$ cat src/design/mem_pkg.sv
package mem_pkg;

    // Word and page geometry
    localparam int ADDR_W    = 32;
    localparam int PAGE_BITS = 12;
    localparam int PPN_W     = ADDR_W - PAGE_BITS;

    // Operations seen by the first memory stage
    typedef enum logic [3:0] {
        OP_NONE  = 4'd0,
        OP_LD_B  = 4'd1,
        OP_LD_BU = 4'd2,
        OP_LD_H  = 4'd3,
        OP_LD_HU = 4'd4,
        OP_LD_W  = 4'd5,
        OP_ST_B  = 4'd6,
        OP_ST_H  = 4'd7,
        OP_ST_W  = 4'd8,
        OP_LL    = 4'd9,
        OP_SC    = 4'd10
    } mem_op_e;

    // Listed from highest to lowest priority
    typedef enum logic [2:0] {
        EXC_NONE = 3'd0,
        EXC_ADEM = 3'd1,
        EXC_TLBR = 3'd2,
        EXC_PIL  = 3'd3,
        EXC_PIS  = 3'd4,
        EXC_PPI  = 3'd5,
        EXC_PME  = 3'd6
    } excp_e;

    // Cache request size
    typedef enum logic [1:0] {
        SZ_BYTE = 2'd0,
        SZ_HALF = 2'd1,
        SZ_WORD = 2'd2
    } req_size_e;

endpackage

$ cat src/design/mem1_ctrl.sv
`timescale 1ns/1ns

module mem1_ctrl #(
    parameter int LINE_OFS_BITS = 4,
    parameter int SET_BITS      = 6
) (
    input  logic                        clk,
    input  logic                        rst,
    input  logic                        advance_i,
    input  logic                        flush_i,
    input  logic                        valid_i,
    input  mem_pkg::mem_op_e            op_i,
    input  logic [mem_pkg::ADDR_W-1:0]  paddr_i,
    input  mem_pkg::excp_e              excp_i,
    input  logic                        uncache_i,
    input  logic [3:0]                  sel_i,
    input  mem_pkg::req_size_e          size_i,
    input  logic [mem_pkg::ADDR_W-1:0]  data_i,
    input  logic                        dcache_ready_i,
    output logic                        llbit_o,
    output logic                        advance_ready_o,
    output logic                        req_valid_o,
    output logic                        req_we_o,
    output logic [mem_pkg::ADDR_W-1:0]  req_addr_o,
    output logic [3:0]                  req_sel_o,
    output mem_pkg::req_size_e          req_size_o,
    output logic [mem_pkg::ADDR_W-1:0]  req_data_o,
    output logic                        req_uncache_o,
    output logic                        out_valid_o,
    output mem_pkg::mem_op_e            out_op_o,
    output mem_pkg::excp_e              out_excp_o,
    output logic [mem_pkg::ADDR_W-1:0]  out_paddr_o,
    output logic                        out_wreg_o,
    output logic [mem_pkg::ADDR_W-1:0]  out_wdata_o
);
    import mem_pkg::*;

    logic                is_load;
    logic                is_store;
    logic                is_sc;
    logic                mem_valid;
    logic                no_excp;
    logic                stage_go;
    logic [SET_BITS-1:0] cur_idx;
    logic                last_mem;
    logic [SET_BITS-1:0] last_idx;
    logic                last_mem_d;
    logic [SET_BITS-1:0] last_idx_d;
    logic                hazard;

    assign is_sc     = (op_i == OP_SC);
    assign is_load   = (op_i inside {OP_LD_B, OP_LD_BU, OP_LD_H, OP_LD_HU, OP_LD_W, OP_LL});
    assign is_store  = (op_i inside {OP_ST_B, OP_ST_H, OP_ST_W}) || (is_sc && llbit_o);
    assign mem_valid = valid_i && (is_load || is_store || is_sc);
    assign no_excp   = (excp_i == EXC_NONE);
    assign stage_go  = advance_i && dcache_ready_i;
    assign cur_idx   = paddr_i[LINE_OFS_BITS +: SET_BITS];

    // Set index of accesses from the last two cycles
    always_ff @(posedge clk) begin
        if (rst) begin
            last_mem <= 1'b0;
            last_idx <= '0;
        end else if (advance_i && mem_valid) begin
            last_mem <= 1'b1;
            last_idx <= cur_idx;
        end else if (dcache_ready_i) begin
            last_mem <= 1'b0;
            last_idx <= '0;
        end
    end

    always_ff @(posedge clk) begin
        if (rst) begin
            last_mem_d <= 1'b0;
            last_idx_d <= '0;
        end else begin
            last_mem_d <= last_mem;
            last_idx_d <= last_idx;
        end
    end

    assign hazard = (last_mem && last_idx == cur_idx) || (last_mem_d && last_idx_d == cur_idx);
    assign advance_ready_o = mem_valid ? (dcache_ready_i && !hazard) : 1'b1;

    assign req_valid_o   = stage_go && valid_i && (is_load || is_store) && no_excp;
    assign req_we_o      = req_valid_o && is_store;
    assign req_addr_o    = req_valid_o ? paddr_i : '0;
    assign req_sel_o     = req_valid_o ? sel_i : 4'b0000;
    assign req_size_o    = req_valid_o ? size_i : SZ_BYTE;
    assign req_data_o    = req_we_o ? data_i : '0;
    assign req_uncache_o = req_valid_o && uncache_i;

    always_ff @(posedge clk) begin
        if (rst) begin
            llbit_o <= 1'b0;
        end else if (stage_go && valid_i) begin
            if (op_i == OP_LL && no_excp) begin
                llbit_o <= 1'b1;
            end else if (is_sc) begin
                llbit_o <= 1'b0;
            end
        end
    end

    // Flush wins over advance
    always_ff @(posedge clk) begin
        if (rst || flush_i) begin
            out_valid_o <= 1'b0;
            out_op_o    <= OP_NONE;
            out_excp_o  <= EXC_NONE;
            out_paddr_o <= '0;
            out_wreg_o  <= 1'b0;
            out_wdata_o <= '0;
        end else if (stage_go) begin
            out_valid_o <= valid_i;
            out_op_o    <= valid_i ? op_i : OP_NONE;
            out_excp_o  <= valid_i ? excp_i : EXC_NONE;
            out_paddr_o <= paddr_i;
            out_wreg_o  <= valid_i && no_excp && (is_load || is_sc);
            // SC reports success from the LL bit it saw
            out_wdata_o <= {{(ADDR_W-1){1'b0}}, valid_i && is_sc && llbit_o};
        end
    end

endmodule

$ cat src/design/mem1_top.sv
`timescale 1ns/1ns

module mem1_top #(
    parameter int TLB_ENTRIES   = 8,
    parameter int LINE_OFS_BITS = 4,
    parameter int SET_BITS      = 6
) (
    input  logic                            clk,
    input  logic                            rst,
    input  logic                            valid_i,
    input  mem_pkg::mem_op_e                op_i,
    input  logic [mem_pkg::ADDR_W-1:0]      vaddr_i,
    input  logic [mem_pkg::ADDR_W-1:0]      wdata_i,
    input  logic [1:0]                      plv_i,
    input  logic                            trans_en_i,
    input  logic                            uncache_i,
    input  logic                            advance_i,
    input  logic                            flush_i,
    input  logic                            dcache_ready_i,
    input  logic                            tlb_we_i,
    input  logic [$clog2(TLB_ENTRIES)-1:0]  tlb_widx_i,
    input  logic [mem_pkg::PPN_W-1:0]       tlb_vppn_i,
    input  logic [mem_pkg::PPN_W-1:0]       tlb_ppn_i,
    input  logic                            tlb_v_i,
    input  logic                            tlb_d_i,
    input  logic [1:0]                      tlb_plv_i,
    input  logic [1:0]                      tlb_mat_i,
    output logic                            advance_ready_o,
    output logic                            req_valid_o,
    output logic                            req_we_o,
    output logic [mem_pkg::ADDR_W-1:0]      req_addr_o,
    output logic [3:0]                      req_sel_o,
    output mem_pkg::req_size_e              req_size_o,
    output logic [mem_pkg::ADDR_W-1:0]      req_data_o,
    output logic                            req_uncache_o,
    output logic                            out_valid_o,
    output mem_pkg::mem_op_e                out_op_o,
    output mem_pkg::excp_e                  out_excp_o,
    output logic [mem_pkg::ADDR_W-1:0]      out_paddr_o,
    output logic                            out_wreg_o,
    output logic [mem_pkg::ADDR_W-1:0]      out_wdata_o
);
    import mem_pkg::*;

    logic              hit;
    logic [PPN_W-1:0]  pg_ppn;
    logic              pg_v;
    logic              pg_d;
    logic [1:0]        pg_plv;
    logic [1:0]        pg_mat;
    logic [ADDR_W-1:0] paddr;
    logic              llbit;
    excp_e             excp;
    logic              uncache;
    logic [3:0]        sel;
    logic [ADDR_W-1:0] st_data;
    req_size_e         size;

    tlb_lookup #(
        .TLB_ENTRIES(TLB_ENTRIES)
    ) tlb_i (
        .clk(clk), .rst(rst), .vaddr_i(vaddr_i),
        .we_i(tlb_we_i), .widx_i(tlb_widx_i), .vppn_i(tlb_vppn_i), .ppn_i(tlb_ppn_i),
        .v_i(tlb_v_i), .d_i(tlb_d_i), .plv_i(tlb_plv_i), .mat_i(tlb_mat_i),
        .hit_o(hit), .ppn_o(pg_ppn), .v_o(pg_v), .d_o(pg_d), .plv_o(pg_plv), .mat_o(pg_mat)
    );

    // Direct mapping when translation is off
    assign paddr = trans_en_i ? {pg_ppn, vaddr_i[PAGE_BITS-1:0]} : vaddr_i;

    mem_excp_check excp_i_chk (
        .op_i(op_i), .llbit_i(llbit), .trans_en_i(trans_en_i), .plv_i(plv_i),
        .vaddr_msb_i(vaddr_i[ADDR_W-1]), .hit_i(hit), .pg_v_i(pg_v), .pg_d_i(pg_d),
        .pg_plv_i(pg_plv), .pg_mat_i(pg_mat), .uncache_i(uncache_i),
        .excp_o(excp), .uncache_o(uncache)
    );

    store_align align_i (
        .op_i(op_i), .ofs_i(vaddr_i[1:0]), .wdata_i(wdata_i),
        .sel_o(sel), .data_o(st_data), .size_o(size)
    );

    mem1_ctrl #(
        .LINE_OFS_BITS(LINE_OFS_BITS),
        .SET_BITS(SET_BITS)
    ) ctrl_i (
        .clk(clk), .rst(rst), .advance_i(advance_i), .flush_i(flush_i),
        .valid_i(valid_i), .op_i(op_i), .paddr_i(paddr), .excp_i(excp),
        .uncache_i(uncache), .sel_i(sel), .size_i(size), .data_i(st_data),
        .dcache_ready_i(dcache_ready_i), .llbit_o(llbit), .advance_ready_o(advance_ready_o),
        .req_valid_o(req_valid_o), .req_we_o(req_we_o), .req_addr_o(req_addr_o),
        .req_sel_o(req_sel_o), .req_size_o(req_size_o), .req_data_o(req_data_o),
        .req_uncache_o(req_uncache_o), .out_valid_o(out_valid_o), .out_op_o(out_op_o),
        .out_excp_o(out_excp_o), .out_paddr_o(out_paddr_o), .out_wreg_o(out_wreg_o),
        .out_wdata_o(out_wdata_o)
    );

endmodule

$ cat src/design/mem_excp_check.sv
`timescale 1ns/1ns

module mem_excp_check (
    input  mem_pkg::mem_op_e op_i,
    input  logic             llbit_i,
    input  logic             trans_en_i,
    input  logic [1:0]       plv_i,
    input  logic             vaddr_msb_i,
    input  logic             hit_i,
    input  logic             pg_v_i,
    input  logic             pg_d_i,
    input  logic [1:0]       pg_plv_i,
    input  logic [1:0]       pg_mat_i,
    input  logic             uncache_i,
    output mem_pkg::excp_e   excp_o,
    output logic             uncache_o
);
    import mem_pkg::*;

    logic is_load;
    logic is_store;
    logic is_mem;

    assign is_load = (op_i inside {OP_LD_B, OP_LD_BU, OP_LD_H, OP_LD_HU, OP_LD_W, OP_LL});
    // A failing SC never writes memory
    assign is_store = (op_i inside {OP_ST_B, OP_ST_H, OP_ST_W}) || (op_i == OP_SC && llbit_i);
    assign is_mem = is_load || is_store || (op_i == OP_SC);

    always_comb begin
        excp_o = EXC_NONE;
        if (is_mem && trans_en_i) begin
            if (plv_i == 2'd3 && vaddr_msb_i) begin
                excp_o = EXC_ADEM;
            end else if (!hit_i) begin
                excp_o = EXC_TLBR;
            end else if (is_load && !pg_v_i) begin
                excp_o = EXC_PIL;
            end else if (is_store && !pg_v_i) begin
                excp_o = EXC_PIS;
            end else if (pg_v_i && plv_i > pg_plv_i) begin
                excp_o = EXC_PPI;
            end else if (is_store && pg_v_i && !pg_d_i) begin
                excp_o = EXC_PME;
            end
        end
    end

    // Strongly ordered uncached pages have mat 0
    assign uncache_o = uncache_i || (trans_en_i && pg_mat_i == 2'd0);

endmodule

$ cat src/design/store_align.sv
`timescale 1ns/1ns

module store_align (
    input  mem_pkg::mem_op_e            op_i,
    input  logic [1:0]                  ofs_i,
    input  logic [mem_pkg::ADDR_W-1:0]  wdata_i,
    output logic [3:0]                  sel_o,
    output logic [mem_pkg::ADDR_W-1:0]  data_o,
    output mem_pkg::req_size_e          size_o
);
    import mem_pkg::*;

    logic [3:0]        lane_mask;
    logic [ADDR_W-1:0] lane_data;
    logic [4:0]        shamt;

    always_comb begin
        lane_mask = 4'b0000;
        lane_data = '0;
        size_o    = SZ_BYTE;
        case (op_i)
            OP_LD_B, OP_LD_BU: begin
                lane_mask = 4'b0001;
            end
            OP_LD_H, OP_LD_HU: begin
                lane_mask = 4'b0011;
                size_o    = SZ_HALF;
            end
            OP_LD_W, OP_LL: begin
                lane_mask = 4'b1111;
                size_o    = SZ_WORD;
            end
            OP_ST_B: begin
                lane_mask = 4'b0001;
                lane_data = {24'b0, wdata_i[7:0]};
            end
            OP_ST_H: begin
                lane_mask = 4'b0011;
                lane_data = {16'b0, wdata_i[15:0]};
                size_o    = SZ_HALF;
            end
            OP_ST_W, OP_SC: begin
                lane_mask = 4'b1111;
                lane_data = wdata_i;
                size_o    = SZ_WORD;
            end
            default: begin
            end
        endcase
    end

    // Byte offset times eight
    assign shamt  = {ofs_i, 3'b000};
    assign sel_o  = lane_mask << ofs_i;
    assign data_o = lane_data << shamt;

endmodule

$ cat src/design/tlb_lookup.sv
`timescale 1ns/1ns

module tlb_lookup #(
    parameter int TLB_ENTRIES = 8
) (
    input  logic                                clk,
    input  logic                                rst,
    input  logic [mem_pkg::ADDR_W-1:0]          vaddr_i,
    input  logic                                we_i,
    input  logic [$clog2(TLB_ENTRIES)-1:0]      widx_i,
    input  logic [mem_pkg::PPN_W-1:0]           vppn_i,
    input  logic [mem_pkg::PPN_W-1:0]           ppn_i,
    input  logic                                v_i,
    input  logic                                d_i,
    input  logic [1:0]                          plv_i,
    input  logic [1:0]                          mat_i,
    output logic                                hit_o,
    output logic [mem_pkg::PPN_W-1:0]           ppn_o,
    output logic                                v_o,
    output logic                                d_o,
    output logic [1:0]                          plv_o,
    output logic [1:0]                          mat_o
);
    import mem_pkg::*;

    logic [TLB_ENTRIES-1:0] ent_valid;
    logic [PPN_W-1:0]       ent_vppn [TLB_ENTRIES];
    logic [PPN_W-1:0]       ent_ppn  [TLB_ENTRIES];
    logic                   ent_v    [TLB_ENTRIES];
    logic                   ent_d    [TLB_ENTRIES];
    logic [1:0]             ent_plv  [TLB_ENTRIES];
    logic [1:0]             ent_mat  [TLB_ENTRIES];

    always_ff @(posedge clk) begin
        if (rst) begin
            ent_valid <= '0;
        end else if (we_i) begin
            ent_valid[widx_i] <= 1'b1;
        end
    end

    always_ff @(posedge clk) begin
        if (we_i) begin
            ent_vppn[widx_i] <= vppn_i;
            ent_ppn[widx_i]  <= ppn_i;
            ent_v[widx_i]    <= v_i;
            ent_d[widx_i]    <= d_i;
            ent_plv[widx_i]  <= plv_i;
            ent_mat[widx_i]  <= mat_i;
        end
    end

    // Scan from the top down so the lowest matching entry wins
    always_comb begin
        hit_o = 1'b0;
        ppn_o = '0;
        v_o   = 1'b0;
        d_o   = 1'b0;
        plv_o = 2'd0;
        mat_o = 2'd0;
        for (int i = TLB_ENTRIES - 1; i >= 0; i--) begin
            if (ent_valid[i] && (ent_vppn[i] == vaddr_i[ADDR_W-1:PAGE_BITS])) begin
                hit_o = 1'b1;
                ppn_o = ent_ppn[i];
                v_o   = ent_v[i];
                d_o   = ent_d[i];
                plv_o = ent_plv[i];
                mat_o = ent_mat[i];
            end
        end
    end

endmodule

$ cat config.mk
export PLATFORM = sky130hd
export DESIGN_NAME = mem1_top
export DESIGN_NICKNAME = d
export VERILOG_FILES = /design/src/design/mem_pkg.sv /design/src/design/mem1_ctrl.sv /design/src/design/mem1_top.sv /design/src/design/mem_excp_check.sv /design/src/design/store_align.sv /design/src/design/tlb_lookup.sv
export SDC_FILE = /design/constraint.sdc
export NUM_CORES = 1
export LEC_CHECK = 0
export ABC_AREA = 1
export BUFFER_PORTS_ARGS = -buffer_cell sky130_fd_sc_hd__buf_2
export CORE_MARGIN = 2
export CORE_UTILIZATION = 59
export DETAILED_ROUTE_END_ITERATION = 8
export PLACE_DENSITY = 0.77
export SLEW_MARGIN = 10
export SYNTH_ARGS = -nofsm -noshare
export SYNTH_HDL_FRONTEND = slang
export SYNTH_SLANG_ARGS = --single-unit
$ cat constraint.sdc
create_clock -name clk -period 4.4 [get_ports clk]
set_clock_uncertainty 0.1 [all_clocks]
set_input_delay 0.44 -clock clk [delete_from_list [all_inputs] [get_ports clk]]
set_output_delay 0.44 -clock clk [all_outputs]
set_load 0.01 [all_outputs]
# Yosys cells after proc, flatten, opt, wreduce, memory -nomap -nowiden
# Memories as Yosys holds them, arrays and structs flattened.
# Index checks and enable logic that the tools add are counted.
[op_classes] magnitude_cmp=3 eq_ne=21 shifts=2 mux=76 bitwise_logic=1 n_reduce_logical=55
[ops] op="== test 20 bit" count=8
[ops] op="2-to-1 mux 20 bit" count=8
[ops] op="2-to-1 mux 32 bit" count=3
[ops] op="case mux 32 bit (3 select lines)" count=1
[ops] op="logical AND 1 bit" count=34
[ops] op="2-to-1 mux 2 bit" count=17
[ops] op="2-to-1 mux 1 bit" count=32
[ops] op="<< shifter 32 x 5 -> 32 bit" count=1
[ops] op="2-to-1 mux 3 bit" count=8
[ops] op="== test 4 x 3 -> 1 bit (second input constant)" count=4
[ops] op="== test 4 bit (second input constant)" count=3
[ops] op="== test 6 bit" count=2
[ops] op="2-to-1 mux 6 bit" count=2
[ops] op="case mux 4 bit (3 select lines)" count=1
[ops] op="== test 4 x 2 -> 1 bit (second input constant)" count=2
[ops] op="2-to-1 mux 4 bit" count=2
[ops] op="OR 8 bit" count=1
[ops] op="logical OR 1 bit" count=7
[ops] op="nonzero test 6 bit" count=1
[ops] op="OR reduction 3 bit" count=2
[ops] op="== test 4 x 1 -> 1 bit (second input constant)" count=1
[ops] op="< comparator 3 x 4 -> 1 bit (second input constant)" count=1
[ops] op="case mux 2 bit (2 select lines)" count=1
[ops] op="nonzero test 2 bit" count=2
[ops] op="other kinds (12)" count=14
[word_totals] reg_bits=65 ramBits=368 inputBits=128 out_inout_bits=147 word_cells=176 memories=6
[mem_list] name="tlb_i.ent_ppn" depth=8 word_bits=20 read_ports=8 rd_clocked_by_memory_dff=0 wr=1 line_no="tlb_lookup.sv:28" source="logic [PPN_W-1:0] ent_ppn [TLB_ENTRIES];"
[mem_list] name="tlb_i.ent_vppn" depth=8 word_bits=20 read_ports=8 rd_clocked_by_memory_dff=0 wr=1 line_no="tlb_lookup.sv:27" source="logic [PPN_W-1:0] ent_vppn [TLB_ENTRIES];"
[mem_list] name="tlb_i.ent_mat" depth=8 word_bits=2 read_ports=8 rd_clocked_by_memory_dff=0 wr=1 line_no="tlb_lookup.sv:32" source="logic [1:0] ent_mat [TLB_ENTRIES];"
[mem_list] name="tlb_i.ent_plv" depth=8 word_bits=2 read_ports=8 rd_clocked_by_memory_dff=0 wr=1 line_no="tlb_lookup.sv:31" source="logic [1:0] ent_plv [TLB_ENTRIES];"
[mem_list] name="tlb_i.ent_d" depth=8 word_bits=1 read_ports=8 rd_clocked_by_memory_dff=0 wr=1 line_no="tlb_lookup.sv:30" source="logic ent_d [TLB_ENTRIES];"
[mem_list] name="tlb_i.ent_v" depth=8 word_bits=1 read_ports=8 rd_clocked_by_memory_dff=0 wr=1 line_no="tlb_lookup.sv:29" source="logic ent_v [TLB_ENTRIES];"

# Longest topological paths before layout
# Gate-level depths: netlist (run 1).
# An unclocked memory read counts as a cell.
[depth] ltp_word=24 depth_mapped=31 mapped_depth_nobuf=27

# Hierarchy
# A second synthesis (run 1) with hierarchy kept.
[hier_totals] cells_unflattened=2236 area_unflattened_um2=20759.9
[by_module_without_submodules] module="tlb_lookup" instances=1 cells_per_inst=1477 area_per_inst_um2=16294.4 seq_area_each_um2=11210.8
[by_module_without_submodules] module="mem1_ctrl" instances=1 cells_per_inst=443 area_per_inst_um2=3005.4 seq_area_each_um2=1141.1
[by_module_without_submodules] module="store_align" instances=1 cells_per_inst=201 area_per_inst_um2=935.9 seq_area_each_um2=0.0
[by_module_without_submodules] module="mem1_top" instances=1 cells_per_inst=65 area_per_inst_um2=266.5 seq_area_each_um2=0.0
[by_module_without_submodules] module="mem_excp_check" instances=1 cells_per_inst=50 area_per_inst_um2=257.7 seq_area_each_um2=0.0

# Least setup slack after synthesis (run 1)
# OpenSTA, ideal clock, no wires.
[synth_path] path_type="input to output" startpoint="in vaddr_i[23] (netlist bit)" endpoint="out req_addr_o[19] (netlist bit)" t_arrival_ns=3.371 required_ns=3.860 path_slack_ns=0.489 stages=29 n_path_buf=4 cell_sequence="buf_4 inv_2 buf_6 nand2_1 o21ai_0 nor2_1 nand2_1 nor2_1 and3_1 nand3_1 nand2_1 o21ai_0 a21oi_1 o221ai_1 nand2_1 o21ai_0 ha_1 a21oi_1 a21oi_1 nor2_1 nand3_1 nand2_1 nand2_1 nand3_2 nor2_4 nand2_2 buf_6 buf_6 a21oi_2"
[synth_via] elab_chain_len=22
[synth_lines] element="from (decl)" line_no="mem1_top.sv:12" source="input logic [mem_pkg::ADDR_W-1:0] vaddr_i,"
[synth_lines] element="parallel branches: the longest is 21 deep, another holds greater-than comparator 2 bit"
[synth_lines] element="2-to-1 mux 32 bit *" line_no="mem1_ctrl.sv:88" source="assign req_addr_o = req_valid_o ? paddr_i : '0;"
[synth_lines] element="to (decl)" line_no="mem1_top.sv:31" source="output logic [mem_pkg::ADDR_W-1:0] req_addr_o,"
# Every way passes the cells marked *.

==> impl_metrics.json, run 1 <==
{
  "status": "complete, but fails checks",
  "violations": "setup timing",
  "wirelength_um": 79300,
  "critPathMaxStageDelay_ns": 0.39,
  "place_congestion": 1.05,
  "drv_slew": 0,
  "use_met1": 0.508,
  "synthMuxAreaShare": 0,
  "synth_top_family_by_area": "simple AND/OR/NAND/NOR gates",
  "fin_ws_ns": -0.548,
  "path_clk_slew_ns": 0.06,
  "finalCriticalPeriod_ns": 4.95,
  "dp_hpwl_um": 54700,
  "avgSynthCellArea_um2": 8.97,
  "initial_core_util": 0.601,
  "synthCells": 2389,
  "finalSetupViolCount": 73,
  "drt_iter0_drc": 2415,
  "die_h_um": 195,
  "place_ws_ns": -0.286,
  "design.core.area_mm2": 0.0357,
  "clk_path_buf_depth": 3,
  "vias": 19800,
  "area_growth_pct": 26.5,
  "ir_drop_v": 0.000568,
  "overflow": 0,
  "drv_cap": 0,
  "cts_tree": "done",
  "htreeDepth": 2,
  "synth_area_mm2": 0.0214,
  "gr-usage-met2": 0.688,
  "die_area_mm2": 0.0379,
  "async_reset_ff_frac": 0,
  "r2r_end": "ctrl_i.out_wreg_o$_SDFFE_PP0P_",
  "yosys_warnings": 0,
  "hold_buffers": 0,
  "synth_seq_cells": 433,
  "gr-usage-met3": 0.0727,
  "critPathMostFrequentCell": "nand3_1",
  "worstSkewPairLatency_ns": 0.59,
  "grt_max_degree": 48,
  "p_total_mw": 9.34,
  "cts_buffers": 44,
  "min_path_cells": 1,
  "cts_sinks": 433,
  "grt_pass1_wl_um": 115000,
  "criticalPathCategory": "flop to output port",
  "ys_seq_area_frac": 0.577,
  "p_leak_nw": 11.8,
  "io_pins": 275,
  "die_x_um": 195,
  "wl_per_cell_um": 23.8,
  "track_usage": 0.409,
  "min_to": "tlb_i.ent_ppn[0][11]$_DFFE_PP_",
  "power.density_mw_per_mm2": 345,
  "cts-root-buf": "clkbuf_16",
  "r2r.worst_path.cells": 28,
  "fin_cells": 3335,
  "grt_pass1_vias": 19400,
  "grt_setup_unrepaired": "true",
  "num_rows": 69,
  "reg2reg_slack_ns": 0.14,
  "hold-worst-slack_ns": 0.0280,
  "max_clock_freq_mhz": 202,
  "cp-startpoint": "tlb_i.ent_vppn[6][0]$_DFFE_PP_",
  "synthSimpleGateAreaFrac": 0.234,
  "ys_types": 53,
  "slew_headroom": 0.319,
  "reg2reg_from": "tlb_i.ent_vppn[6][0]$_DFFE_PP_",
  "viasPerCell": 5.92,
  "finalSetupTns_ns": -31.70,
  "layout_common_cells": "nand2_1 (524), edfxtp_1 (368), inv_1 (293), nor2_1 (262), buf_4 (230)",
  "layout_commonest_cell": "nand2_1",
  "place_area_mm2": 0.0245,
  "tightest_slew_ns": 1.02,
  "dp_cells": 3227,
  "path_max_fanout": 8,
  "hold_path_class": "input port to flop",
  "numPortBuffers": 243,
  "synth_edf_count": 368,
  "antenna_found_initial": 6,
  "synthAdderAreaFrac": 0.00117,
  "finalCritPeriodShare": 1.12,
  "design_area_mm2": 0.0271,
  "ys.flop_type": "edfxtp_1",
  "fin_util": 0.760,
  "required_ns": 3.86,
  "synth-compound-area-share": 0.0777,
  "crit_path_end_kind": "output port",
  "min-delay-start": "tlb_ppn_i[11]",
  "critical_path_arrival_ns": 4.41,
  "drive_gt1_frac": 0.265,
  "final_net_count": 2963,
  "ant_nets": 0,
  "cp_slowest_cell": "edfxtp_1",
  "drt-pass1-iter-count": 6,
  "top_usage_layer": "met2",
  "synth_xor_area_frac": 0.0188,
  "hold_violations": 0,
  "cp-start-kind": "flop",
  "post-route-drc-count": 0
}
==> layout make-up <==
class / count / area [µm²]
Antenna cell: 6 / 15.0
Clock buffer: 60 / 1250
Clock inverter: 21 / 171
Fill cell: 2355 / 8560
Inverter: 325 / 1230
Multi-Input combinational cell: 1536 / 7910
Sequential cell: 433 / 12400
Tap cell: 461 / 577
Timing Repair Buffer: 493 / 3590
==> worst max-delay path, delay by kind of cell, from the launching register on <==
family | cells | cell delay (ns)
AND/OR/NAND/NOR | 15 | 1.83
adder cells (fa/ha/maj) | 1 | 0.32
flip-flops | 1 | 0.39
buffers and inverters | 6 | 0.75
AO/OA/AOI/OAI | 4 | 0.54
==> flip-flops by register name, indices dropped and copies added (netlist names) <==
register            flops
ctrl_i.out_excp_o       3
tlb_i.ent_d             8
tlb_i.ent_ppn         160
ctrl_i.out_paddr_o     32
ctrl_i.out_wreg_o       1
ctrl_i.last_idx         6
ctrl_i.out_wdata_o      1
ctrl_i.last_mem         1
ctrl_i.out_op_o         4
tlb_i.ent_valid         8
tlb_i.ent_plv          16
ctrl_i.out_valid_o      1
tlb_i.ent_v             8
ctrl_i.last_mem_d       1
ctrl_i.last_idx_d       6
ctrl_i.llbit_o          1
tlb_i.ent_mat          16
tlb_i.ent_vppn        160
==> cell families (layout without fill, tap and decap cells) <==
| logic type | Yosys count | count (layout) |
|---|---|---|
| AOI/OAI and AO/OA | 298 | 298 |
| xor gates and xnor gates | 46 | 46 |
| adders and majority gates | 2 | 2 |
| buffers and inverters | 450 | 899 |
| DFF | 433 | 433 |
| other | 1 | 37 |
| and+or+nand+nor | 1159 | 1159 |
==> synthesized netlist by cell type, types with 7 or more instances <==
library cell / n / area (µm²)
o2111ai_1: 8 / 70.1
a21oi_1: 78 / 390
buf_2: 9 / 45.0
nand4_1: 37 / 231
inv_1: 296 / 1110
nor2_1: 324 / 1220
or2_2: 18 / 113
dfxtp_1: 65 / 1300
buf_6: 10 / 113
buf_4: 47 / 353
or2_1: 9 / 56.3
o21a_1: 12 / 90.1
inv_2: 21 / 78.8
nand3_2: 7 / 70.1
xor2_1: 23 / 201
nor4_1: 22 / 138
nand3_1: 133 / 666
clkbuf_1: 53 / 199
o21ai_0: 154 / 771
nand2_1: 539 / 2020
nand2_2: 9 / 56.3
nor2_4: 10 / 113
xnor2_1: 23 / 201
a21oi_2: 10 / 87.6
o22ai_1: 13 / 81.3
nor3_1: 23 / 115
edfxtp_1: 368 / 11100
==> repair_timing <==
| item | in CTS | in global routing |
|---|---|---|
| resized for setup | 130 | 90 |
| pin swaps | 26 | 46 |
| buffers inserted | 17 | 10 |
| endpoints found under the setup margin | 73 | 76 |
| cloned | 3 | 0 |
==> how the worst max path moves through the flow <==
stage	endpoint	slack [ns]	cells after the start
detailed placement	req_addr_o[19]	-0.29	24
floorplan	req_addr_o[19]	0.49	29
CTS	req_addr_o[19]	-0.39	27
global route	req_size_o[0]	-0.75	27
global placement	req_addr_o[19]	-0.22	24
finish	req_size_o[0]	-0.55	26
==> where the power goes <==
group | total (mW) | internal, mW | leakage [nW] | switching (mW)
combinational | 0.953 | 0.312 | 7.26 | 0.642
clock | 3.75 | 2.12 | 0.707 | 1.63
sequential | 4.64 | 4.58 | 3.87 | 0.0559
==> per-layer routing <==
layer  vias up  share of wire
met1      9258           0.36
li1       8709              -
met3       306           0.11
met4         0          0.062
met5         -              0
met2      1482           0.47
(Power assumes the default switching activity.)
==> inputs of run 2 (changes only) <==
--- a/config.mk
+++ b/config.mk
@@ -5,12 +5,11 @@
 export SDC_FILE = /design/constraint.sdc
 export NUM_CORES = 1
 export LEC_CHECK = 0
-export ABC_AREA = 1
 export BUFFER_PORTS_ARGS = -buffer_cell sky130_fd_sc_hd__buf_2
-export CORE_MARGIN = 2
-export CORE_UTILIZATION = 59
+export CORE_MARGIN = 4
+export CORE_UTILIZATION = 57
 export DETAILED_ROUTE_END_ITERATION = 8
-export PLACE_DENSITY = 0.77
+export PLACE_DENSITY = 0.76
 export SLEW_MARGIN = 10
 export SYNTH_ARGS = -nofsm -noshare
 export SYNTH_HDL_FRONTEND = slang
==> run 2 against run 1 <==
Compared with the run above: first-iteration DRC count fell by 41%; critical path depth is 3 lower; combinational power is 21% lower; final cell count down 30%; the run still ends with setup timing left; design area fell by 13%; global-route usage down 10 points; core utilization down 3.8 points; non-clock buffer count decreased by 77; largest cell class unchanged; hold slack gained 0.019 ns; area after synthesis decreased by 11%.
==> impl_metrics.json, run 2 <==
{
  "synth_edf_count": 368,
  "crit_path_end_kind": "output port",
  "grt_setup_unrepaired": "true",
  "swShare": 0.236,
  "die_x_um": 191,
  "drt-pass1-iter-count": 5,
  "p_leak_nw": 8.63,
  "cts_sinks": 433,
  "dp_cells": 2255,
  "design.core.area_mm2": 0.0327,
  "seq_power_share": 0.523,
  "max_clock_freq_mhz": 173,
  "r2r.worst_path.cells": 20,
  "cts_buffers": 43,
  "io_pins": 275,
  "die_area_mm2": 0.0363,
  "yosys.area.top_type": "edfxtp_1",
  "drv_cap": 0,
  "htreeDepth": 2,
  "criticalPathCategory": "flop to output port",
  "tightest_slew_ns": 1.27,
  "finalCritPeriodShare": 1.31,
  "hold_violations": 0,
  "fin_cells": 2350,
  "ant_nets": 0,
  "finalSetupTns_ns": -95.16,
  "fillers": 2136,
  "final_net_count": 2000,
  "yosys_warnings": 0,
  "multi_input_area_mm2": 0.00649,
  "track_usage": 0.310,
  "synth.area.top_cells": "edfxtp_1 (58%), dfxtp_1 (6.8%), xnor2_1 (4.8%)",
  "viasPerCell": 6.13,
  "grt_max_degree": 48,
  "dp_hpwl_um": 38500,
  "layout_commonest_cell": "edfxtp_1",
  "hold_buffers": 0,
  "path_delay_family": "simple AND/OR/NAND/NOR gates",
  "switchingPower_mw": 2.08,
  "wirelength_um": 58400,
  "ys_types": 70,
  "finalCriticalPeriod_ns": 5.77,
  "power.density_mw_per_mm2": 374,
  "path_max_fanout": 5,
  "path_depth": 23,
  "vias": 14400,
  "ys.flop_type": "edfxtp_1",
  "finalSetupViolCount": 75,
  "cp.buffers_inverters": 5,
  "drive_gt1_frac": 0.294,
  "slew_headroom": 0.153,
  "grt_pass1_wl_um": 85500,
  "worstSkewPairLatency_ns": 0.57,
  "initial_core_util": 0.581,
  "synth_area_mm2": 0.0190,
  "synth_seq_cells": 433,
  "yosys-top-cells-count": "edfxtp_1 (368), xnor2_1 (104), nand2_1 (101)",
  "grt_pass1_vias": 14300,
  "ys_seq_area_frac": 0.650,
  "cts_tree": "done",
  "combPwrFrac": 0.085,
  "critPathMaxStageDelay_ns": 0.48,
  "critical_path_arrival_ns": 5.23,
  "reg.largest.list": "tlb_i.ent_ppn (160), tlb_i.ent_vppn (160), ctrl_i.out_paddr_o (32)",
  "async_reset_ff_frac": 0,
  "area_growth_pct": 24.2,
  "avgSynthCellArea_um2": 12.7,
  "ir_drop_v": 0.000305,
  "fin_ws_ns": -1.37,
  "die_h_um": 191,
  "wl_per_cell_um": 24.9,
  "clk_path_buf_depth": 3,
  "antenna_found_initial": 7,
  "min_path_cells": 1,
  "drt_iter0_drc": 1418,
  "synth.top_cell.area_share": 0.581,
  "place_congestion": 0.928,
  "post-route-drc-count": 0,
  "pwr-share-clk": 0.392,
  "cp_slowest_cell": "or4_4",
  "seq_area_mm2": 0.0124,
  "drv_slew": 0,
  "yosysMostFrequentCell": "edfxtp_1",
  "hold_path_class": "input port to flop",
  "worstPathCellList": "xor2_1 -> or4_4 -> or4_4 -> or2_4 -> a31oi_2 -> mux2i_1 -> mux2_4 -> mux2i_1 -> o221ai_1 -> o21ai_1 -> ha_1 -> nor2b_4 -> o21ai_2 -> o2111a_1 -> a22o_1 -> nand4_1 -> buf_4 -> a21oi_4 -> buf_12 -> buf_12 -> buf_8 -> o31a_1 -> buf_2",
  "numPortBuffers": 243,
  "cp-start-kind": "flop",
  "synthCells": 1503,
  "num_rows": 66,
  "path_clk_slew_ns": 0.07,
  "violations": "setup timing",
  "cts-root-buf": "clkbuf_16",
  "status": "complete, but fails checks",
  "intPower_mw": 6.76,
  "layout_common_cells": "edfxtp_1 (368), buf_2 (227), buf_4 (154), xnor2_1 (104), nand2_1 (101)",
  "overflow": 0,
  "required_ns": 3.86
}
run 2: power groups by stage:
stage	combinational [mW]	clock, mW	sequential [mW]
floorplan	0.367	0	4.71
global placement	0.688	0	4.70
global route	0.790	3.63	4.63
detailed placement	0.702	0	4.71
CTS	0.734	3.48	4.62
finish	0.749	3.47	4.62
run 2: worst paths after layout:
kind | from | endpoint | slack [ns]
worst max-delay path | tlb_i.ent_vppn[6][10]$_DFFE_PP_ | req_uncache_o | -1.37
worst max register to register | tlb_i.ent_vppn[6][10]$_DFFE_PP_ | ctrl_i.llbit_o$_SDFFE_PP0P_ | -0.16
worst min register to register | ctrl_i.out_wreg_o$_SDFFE_PP0P_ | ctrl_i.out_wreg_o$_SDFFE_PP0P_ | 0.34
worst min-delay path | tlb_ppn_i[17] | tlb_i.ent_ppn[4][17]$_DFFE_PP_ | 0.05
run 2: logic make-up after synthesis:
kind of cell / after synthesis / share of synthesized area
AOI/OAI and AO/OA: 284 / 0.0984
and+or+nand+nor: 455 / 0.127
xor gates and xnor gates: 171 / 0.0788
buffers and inverters: 141 / 0.0361
other: 1 / 0.000197
DFF: 433 / 0.650
adders and majority gates: 2 / 0.00132
muxes: 16 / 0.00869
run 2: cell type report:
cell class	instances	share of cell area
clock buffers	63	0.0506
inverters	17	0.00270
well taps	442	0.0234
diodes	3	0.000318
repair buffers	416	0.120
flip-flops and latches	433	0.523
clock inverters	17	0.00503
multi-input cells	959	0.275
run 2: timing repair:
item | CTS | global route
setup buffers | 7 | 0
endpoints found under the setup margin | 76 | 77
pin swaps | 21 | 3
resized for setup | 57 | 4
cloned | 5 | 0
run 2: metal layers:
| metal | up-vias | GRT usage | share of wire |
|---|---|---|---|
| li1 | 6299 | - | - |
| met1 | 6978 | 0.384 | 0.36 |
| met2 | 924 | 0.525 | 0.49 |
| met3 | 202 | 0.0676 | 0.11 |
| met4 | 8 | 0.140 | 0.047 |
| met5 | - | 0 | 0.00098 |
run 2: through the flow:
step / hold WS [ns] / power [mW] / utilization / setup WS [ns] / cell area (µm²)
2_1_floorplan: 0.332 / 5.07 / - / -0.769 / 19400
3_3_place_gp: 0.336 / 5.39 / 0.667 / -0.974 / 21800
3_5_place_dp: 0.341 / 5.41 / 0.667 / -1.02 / 21800
4_1_cts: 0.0292 / 8.83 / 0.721 / -1.38 / 23600
5_1_grt: 0.0589 / 9.05 / 0.722 / -1.64 / 23600
6_report: 0.0472 / 8.84 / 0.722 / -1.37 / 23600
